<file path="src/ebox_config.svh">
`ifndef EBOX_CONFIG_SVH
`define EBOX_CONFIG_SVH

// ======================================================================
// response path sizing.
// ======================================================================

// response queue entries and starting sender credits.
`define RESP_FIFO_DEPTH 4

// words the EBUS receiver can hold.
`define EBUS_CREDITS 2

// ======================================================================
// priority interrupts.
// ======================================================================

// levels are numbered 1 up to this.
`define PI_LEVELS 7

`endif
</file>
<file path="src/eboxPkg.sv">
package eboxPkg;

  // ======================================================================
  // diagnostic functions.
  // ======================================================================

  typedef enum logic [2:0] {
    DIAG_NOP          = 3'd0,
    DIAG_READ_APR     = 3'd1,
    DIAG_WRITE_APR_EN = 3'd2,
    DIAG_CLEAR_APR    = 3'd3,
    DIAG_READ_PI      = 3'd4,
    DIAG_WRITE_PI_EN  = 3'd5
  } tDiagFunc;

  typedef struct packed {
    tDiagFunc    func;
    logic [0:35] data;
  } tDiagCmd;

  // ======================================================================
  // EBUS.
  // ======================================================================

  // one per EBUS source.
  typedef struct packed {
    logic        driving;
    logic [0:35] data;
  } tEBUSdriver;

  // parity makes the count of ones odd.
  typedef struct packed {
    logic [0:35] data;
    logic        parity;
  } tEbusWord;

endpackage

</file>
<file path="src/ebox.sv">
`timescale 1ns/100ps
`include "ebox_config.svh"

module ebox(
  input logic eboxClk,
  input logic arstN,

  input logic cmdValid,
  input eboxPkg::tDiagCmd cmd,
  output logic [1:0] cmdCredit,

  input logic sbusErr,
  input logic nxmErr,
  input logic mbParErr,
  input logic cshAdrParErr,
  input logic [1:`PI_LEVELS] piReq,

  input logic ebusCredit,
  output logic ebusValid,
  output eboxPkg::tEbusWord ebusWord,

  output logic anyEboxError,
  output logic piRequest,
  output logic [2:0] piLevel
);
  import eboxPkg::*;

  // ======================================================================
  // EBUS sources.
  // ======================================================================

  tEBUSdriver aprDriver;
  tEBUSdriver piDriver;

  apr apr0(.*);
  pi  pi0(.*);

  // ======================================================================
  // merge and delivery.
  // ======================================================================

  ebusMux ebusMux0(.*, .cmdFunc(cmd.func));

endmodule

</file>
<file path="src/ebusMux.sv">
`timescale 1ns/100ps
`include "ebox_config.svh"

module ebusMux(
  input logic eboxClk,
  input logic arstN,
  input eboxPkg::tEBUSdriver aprDriver,
  input eboxPkg::tEBUSdriver piDriver,
  input logic cmdValid,
  input eboxPkg::tDiagFunc cmdFunc,
  input logic ebusCredit,
  output logic ebusValid,
  output eboxPkg::tEbusWord ebusWord,
  output logic [1:0] cmdCredit
);
  import eboxPkg::*;

  localparam int ptrWidth = $clog2(`RESP_FIFO_DEPTH);
  localparam int countWidth = $clog2(`RESP_FIFO_DEPTH + 1);
  localparam int creditWidth = $clog2(`EBUS_CREDITS + 1);

  tEbusWord respQ [`RESP_FIFO_DEPTH];
  tEbusWord pushWord;
  logic [0:35] mergedData;
  logic push;
  logic pop;
  logic retireNow;
  logic retireQ;
  logic [ptrWidth-1:0] wrPtr;
  logic [ptrWidth-1:0] rdPtr;
  logic [countWidth-1:0] count;
  logic [creditWidth-1:0] txCredit;

  function automatic logic [ptrWidth-1:0] nextPtr(input logic [ptrWidth-1:0] ptr);
    logic [ptrWidth-1:0] result;
    if (ptr == ptrWidth'(`RESP_FIFO_DEPTH - 1)) begin
      result = '0;
    end else begin
      result = ptr + 1'b1;
    end
    return result;
  endfunction

  // ======================================================================
  // driver merge and parity.
  // ======================================================================

  always_comb begin
    mergedData = '0;
    if (aprDriver.driving) begin
      mergedData = mergedData | aprDriver.data;
    end
    if (piDriver.driving) begin
      mergedData = mergedData | piDriver.data;
    end
  end

  assign push = aprDriver.driving || piDriver.driving;
  assign pushWord = '{data: mergedData, parity: ~^mergedData};

  // ======================================================================
  // response queue and transmit credits.
  // ======================================================================

  assign ebusValid = (count != '0) && (txCredit != '0);
  assign pop = ebusValid;
  assign ebusWord = respQ[rdPtr];

  always_ff @(posedge eboxClk) begin
    if (push) begin
      respQ[wrPtr] <= pushWord;
    end
  end

  // reads retire when their word leaves, everything else right away.
  assign retireNow = cmdValid && (cmdFunc != DIAG_READ_APR) && (cmdFunc != DIAG_READ_PI);
  assign cmdCredit = 2'(retireQ) + 2'(pop);

  always_ff @(posedge eboxClk or negedge arstN) begin
    if (!arstN) begin
      wrPtr <= '0;
      rdPtr <= '0;
      count <= '0;
      txCredit <= creditWidth'(`EBUS_CREDITS);
      retireQ <= 1'b0;
    end else begin
      retireQ <= retireNow;
      if (push) begin
        wrPtr <= nextPtr(wrPtr);
      end
      if (pop) begin
        rdPtr <= nextPtr(rdPtr);
      end
      case ({push, pop})
        2'b10: count <= count + 1'b1;
        2'b01: count <= count - 1'b1;
        default: count <= count;
      endcase
      case ({pop, ebusCredit})
        2'b10: txCredit <= txCredit - 1'b1;
        2'b01: txCredit <= txCredit + 1'b1;
        default: txCredit <= txCredit;
      endcase
    end
  end

  singleDriver: assert property (
    @(posedge eboxClk) disable iff (!arstN)
    !(aprDriver.driving && piDriver.driving)
  ) else $error("apr and pi drove the EBUS together");

  // sender overdrawing its credits ends up here.
  noQueueOverflow: assert property (
    @(posedge eboxClk) disable iff (!arstN)
    push |-> (count != countWidth'(`RESP_FIFO_DEPTH))
  ) else $error("push into a full response queue");

  creditBound: assert property (
    @(posedge eboxClk) disable iff (!arstN)
    txCredit <= creditWidth'(`EBUS_CREDITS)
  ) else $error("EBUS credit count %0d too high", txCredit);

endmodule

</file>
<file path="src/pi.sv">
`timescale 1ns/100ps
`include "ebox_config.svh"

module pi(
  input logic eboxClk,
  input logic arstN,
  input logic cmdValid,
  input eboxPkg::tDiagCmd cmd,
  input logic [1:`PI_LEVELS] piReq,
  output eboxPkg::tEBUSdriver piDriver,
  output logic piRequest,
  output logic [2:0] piLevel
);
  import eboxPkg::*;

  // zero bits above the level field in the read word.
  localparam int padBits = 36 - 3 - 2 * `PI_LEVELS;

  logic [1:`PI_LEVELS] piEnables;
  logic [1:`PI_LEVELS] enablesNext;
  logic [1:`PI_LEVELS] activeLevels;
  logic [1:`PI_LEVELS] activeNext;
  logic [2:0] levelNext;
  logic readPi;
  logic drvActive;
  logic [0:35] drvData;

  // lowest numbered level wins.
  function automatic logic [2:0] lowestLevel(input logic [1:`PI_LEVELS] levels);
    logic [2:0] found;
    found = 3'd0;
    for (int i = `PI_LEVELS; i >= 1; i--) begin
      if (levels[i]) begin
        found = 3'(i);
      end
    end
    return found;
  endfunction

  assign readPi = cmdValid && (cmd.func == DIAG_READ_PI);

  // data bit 29 enables level 1.
  assign enablesNext = (cmdValid && (cmd.func == DIAG_WRITE_PI_EN)) ?
                       cmd.data[36-`PI_LEVELS:35] : piEnables;
  assign activeNext = piReq & enablesNext;
  assign levelNext = lowestLevel(activeNext);

  always_ff @(posedge eboxClk or negedge arstN) begin
    if (!arstN) begin
      piEnables <= '0;
      activeLevels <= '0;
      piLevel <= 3'd0;
      piRequest <= 1'b0;
      drvActive <= 1'b0;
    end else begin
      piEnables <= enablesNext;
      activeLevels <= activeNext;
      piLevel <= levelNext;
      piRequest <= |activeNext;
      drvActive <= readPi;
    end
  end

  // level 19..21, enables 22..28, active 29..35.
  always_ff @(posedge eboxClk) begin
    if (readPi) begin
      drvData <= {padBits'(0), piLevel, piEnables, activeLevels};
    end
  end

  assign piDriver = '{driving: drvActive, data: drvData};

  piRequestMatchesLevel: assert property (
    @(posedge eboxClk) disable iff (!arstN)
    piRequest == (piLevel != 3'd0)
  ) else $error("piRequest disagrees with piLevel %0d", piLevel);

endmodule

</file>
<file path="src/apr.sv">
`timescale 1ns/100ps

module apr(
  input logic eboxClk,
  input logic arstN,
  input logic cmdValid,
  input eboxPkg::tDiagCmd cmd,
  input logic sbusErr,
  input logic nxmErr,
  input logic mbParErr,
  input logic cshAdrParErr,
  output eboxPkg::tEBUSdriver aprDriver,
  output logic anyEboxError
);
  import eboxPkg::*;

  logic [0:3] errIn;
  logic [0:3] errFlags;
  logic [0:3] errEnables;
  logic [0:3] flagsNext;
  logic [0:3] enablesNext;
  logic readApr;
  logic drvActive;
  logic [0:35] drvData;

  // same order as the read word bits 32..35.
  assign errIn = {sbusErr, nxmErr, mbParErr, cshAdrParErr};
  assign readApr = cmdValid && (cmd.func == DIAG_READ_APR);

  always_comb begin
    flagsNext = errFlags;
    enablesNext = errEnables;
    if (cmdValid && (cmd.func == DIAG_WRITE_APR_EN)) begin
      enablesNext = cmd.data[32:35];
    end
    if (cmdValid && (cmd.func == DIAG_CLEAR_APR)) begin
      flagsNext = errFlags & ~cmd.data[32:35];
    end
    // a new error beats a clear.
    flagsNext = flagsNext | errIn;
  end

  always_ff @(posedge eboxClk or negedge arstN) begin
    if (!arstN) begin
      errFlags <= '0;
      errEnables <= '0;
      anyEboxError <= 1'b0;
      drvActive <= 1'b0;
    end else begin
      errFlags <= flagsNext;
      errEnables <= enablesNext;
      anyEboxError <= |(flagsNext & enablesNext);
      drvActive <= readApr;
    end
  end

  // enables in 28..31 and flags in 32..35.
  always_ff @(posedge eboxClk) begin
    if (readApr) begin
      drvData <= {28'd0, errEnables, errFlags};
    end
  end

  assign aprDriver = '{driving: drvActive, data: drvData};

  // one driving cycle per read.
  aprDriveSingleCycle: assert property (
    @(posedge eboxClk) disable iff (!arstN)
    aprDriver.driving |=> !aprDriver.driving
  ) else $error("apr drove the EBUS two cycles in a row");

endmodule

</file>
<file path="config.mk">
export PLATFORM = sky130hd
export DESIGN_NAME = ebox
export DESIGN_NICKNAME = d
export VERILOG_FILES = /design/src/eboxPkg.sv /design/src/ebox.sv /design/src/ebusMux.sv /design/src/pi.sv /design/src/apr.sv
export VERILOG_INCLUDE_DIRS = /design/src /design/src/src
export SDC_FILE = /design/constraint.sdc
export NUM_CORES = 1
export LEC_CHECK = 0
export BUFFER_PORTS_ARGS = -buffer_cell sky130_fd_sc_hd__buf_2
export CORE_UTILIZATION = 25
export DETAILED_ROUTE_END_ITERATION = 7
export PLACE_DENSITY_LB_ADDON = 0.05
export SYNTH_ARGS = -nofsm -noshare
export SYNTH_HDL_FRONTEND = slang
export SYNTH_HIERARCHICAL = 1
export SYNTH_SLANG_ARGS = --single-unit
</file>
<file path="constraint.sdc">
create_clock -name eboxClk -period 6.97 [get_ports eboxClk]
set_clock_uncertainty 0.1 [all_clocks]
set_input_delay 1.0455 -clock eboxClk [delete_from_list [all_inputs] [get_ports eboxClk]]
set_output_delay 1.0455 -clock eboxClk [all_outputs]
set_load 0.01 [all_outputs]
</file>
==> results.json <==
{
  "async_reset_ff_share_pct": 18.4,
  "yosys_warnings": 6,
  "highest_layer": "met4",
  "tritoncts": "done",
  "cts_hold_buf": 0,
  "cts-htree-levels": 1,
  "grt_usage_pct": 11.0,
  "drv_cap": 0,
  "fp.dieW_um": 197,
  "start_kind": "register",
  "synth_compound_area_share_pct": 11.1,
  "min_path_cells": 0,
  "post_cts_resized": 0,
  "grt_max_degree": 85,
  "drt-met1-wl_um": 9790,
  "dpl.hpwl_um": 13100,
  "fillers": 3749,
  "place.port_buffers": 69,
  "diodes": 0,
  "synth-main-ff-cell": "edfxtp_1",
  "synth_edf_count": 173,
  "final_area_um2": 11200,
  "outcome": "complete, no violations",
  "cp-end-kind": "output pin",
  "holdCritPathClass": "reg -> reg",
  "worstPathRequired_ps": 5820,
  "clock_sinks": 212,
  "synth-xor-area-share_pct": 2.26,
  "grt_overflow": 0,
  "final_common_cell": "edfxtp_1",
  "clk_pin_slew_ps": 60,
  "dr.pass1.iters": 4,
  "fin_util_pct": 29.7,
  "vias": 5305,
  "setup.worst_path.class": "reg -> out",
  "drc_errors": 0,
  "setup_tns_ps": 0,
  "wire_per_inst_um": 17.5,
  "vdd_ir_drop_max_mv": 0.155,
  "ios": 99,
  "crit_chain": "buf_4, mux4_2, buf_2",
  "period_minus_slack_ps": 3530,
  "start_util_pct": 25.4,
  "cp.arrival_ps": 2380,
  "postRouteWirelength_um": 21200,
  "place_congestion": 0.682,
  "worst_slew_pin_slew_ps": 970,
  "clk_latency_ps": 520,
  "clockBufferDepth": 3,
  "max_freq_ghz": 0.283,
  "synth_simple_gate_area_share_pct": 4.62,
  "p_leak_nw": 3.98,
  "placed_cell_area_um2": 10300,
  "synthAdderAreaFrac_pct": 1.26,
  "seq_area_frac_synth_pct": 64.7,
  "drive_gt1_share_pct": 26.2,
  "regArea_um2": 6180,
  "muxShareOfSynthArea_pct": 10.3,
  "synth_cells": 603,
  "syn2layout_area_growth_pct": 17.0,
  "fp.coreArea_um2": 37600,
  "dr_wl_met2_um": 10100,
  "cts_buffers": 26,
  "fin_ws_ps": 3440,
  "drt_iter0_drc": 245,
  "fin_nets": 743,
  "first_global_vias": 5531,
  "yosysUniqueCellTypes": 57,
  "wl_met3_um": 905,
  "antenna_found_initial": 0,
  "synth.avg_cell_area_um2": 15.8,
  "cpMaxStageDelayCell": "buf_4",
  "rr_worst_depth": 8,
  "dieArea_um2": 38900,
  "ys_ff_latch": 212,
  "viasPerCell": 4.38,
  "postCtsSetupRepairBufs": 0,
  "cts_root_buf": "clkbuf_16",
  "grt_pass1_wl_um": 32400,
  "rsz0062_at_grt": "false",
  "final_cell_mix": "edfxtp_1 (173), buf_2 (69), a22o_1 (55)",
  "place_ws_ps": 3610,
  "synth_area_um2": 9540,
  "max_stage_delay_ps": 660,
  "path_max_fanout": 40,
  "slew_headroom_pct": 35.1,
  "fp-row-count": 71,
  "multi_input_area_um2": 3040,
  "antenna_left": 0,
  "slew_violations": 0,
  "hold_violations": 0,
  "setup_viol": 0,
  "post-route-period-util_pct": 50.6,
  "p_per_area_nw_per_um2": 337,
  "synth_top_family_by_area": "compound AO/OA/AOI/OAI gates",
  "die_y_um": 197
}
-- sequential cells by signal (all words and copies together) (netlist names), 3 cells and up --
signal,flops
pi0/piEnables,7
ebusMux0/count,3
pi0/piLevel,3
ebusMux0/respQ,148
pi0/activeLevels,7
apr0/drvData,8
apr0/errEnables,4
apr0/errFlags,4
pi0/drvData,17
-- power by group --
part / internal [W] / switching, W
Clock: 0.000811 / 0.000502
Sequential: 0.00149 / 0.0000526
Combinational: 0.000418 / 0.000486
-- Yosys cell counts, drive strengths merged, types with 2 or more instances --
cell	count	area (um2)
mux2i	3	30.0
xor2	6	52.6
inv	10	37.5
mux2	10	124
and3	18	113
xnor2	16	140
a21oi	6	30.0
a22o	56	492
nor3b	2	15.0
nor2	7	26.3
a22oi	8	60.1
clkbuf	9	33.8
mux4	37	833
edfxtp	173	5190
a21o	3	22.5
nand2	29	109
nand3	8	40.0
ha	8	100
conb	2	7.51
o211ai	5	37.5
a211oi	3	22.5
o21ai	39	195
dfrtp	38	951
buf	66	458
nor3	3	15.0
nor2b	5	31.3
nand4b	2	17.5
a221oi	10	125
-- routing by layer --
| layer | track usage [%] | up-vias |
|---|---|---|
| li1 | - | 2468 |
| met1 | 14.7 | 2689 |
| met2 | 18.5 | 114 |
| met3 | 2.03 | 34 |
| met4 | 2.73 | 0 |
| met5 | 0 | - |
-- critical path, delay by kind of cell (launching register included) --
family | cells | cell delay, ps
mux | 1 | 660
buf+inv | 2 | 830
flops | 1 | 330
-- cells by family (layout without fill, tap and decap cells) --
logic type	after synthesis	after routing
xor gates and xnor gates	23	23
other	2	47
buffers and inverters	86	137
DFF	212	212
and+or+nand+nor	82	82
adders and majority gates	9	9
muxes	50	50
AOI/OAI and AO/OA	139	139
-- metrics by stage --
step | std cells | total power, W | hold WS, ps
after floorplan | 648 | 0.00218 | 301
after global placement | 1163 | 0.00249 | 309
after detailed placement | 1163 | 0.00250 | 310
after CTS | 1210 | 0.00384 | 323
after global routing | 1210 | 0.00397 | 342
final | 1210 | 0.00376 | 323
-- cell type report --
cell class	count	share of cell area, %
Sequential cell	212	55.4
Tap cell	511	5.73
Timing Repair Buffer	79	3.77
Inverter	11	0.370
Multi-Input combinational cell	350	27.2
Clock inverter	16	1.37
Clock buffer	31	6.19
-- path summary, 6_finish.rpt --
kind                                      from                    to  slack (ps)
max                          ebusMux0/rdPtr[0]          ebusWord[17]        3440
min                        pi0/activeLevels[5]       pi0/drvData[33]         320
max reg2reg                      pi0/drvActive  ebusMux0/respQ[3][0]        3680
min reg2reg                pi0/activeLevels[5]       pi0/drvData[33]         320
max in group asynchronous                arstN     ebusMux0/rdPtr[0]        5590
min in group asynchronous                arstN     apr0/anyEboxError         560
Note: power is estimated with default switching activity, not from simulation.
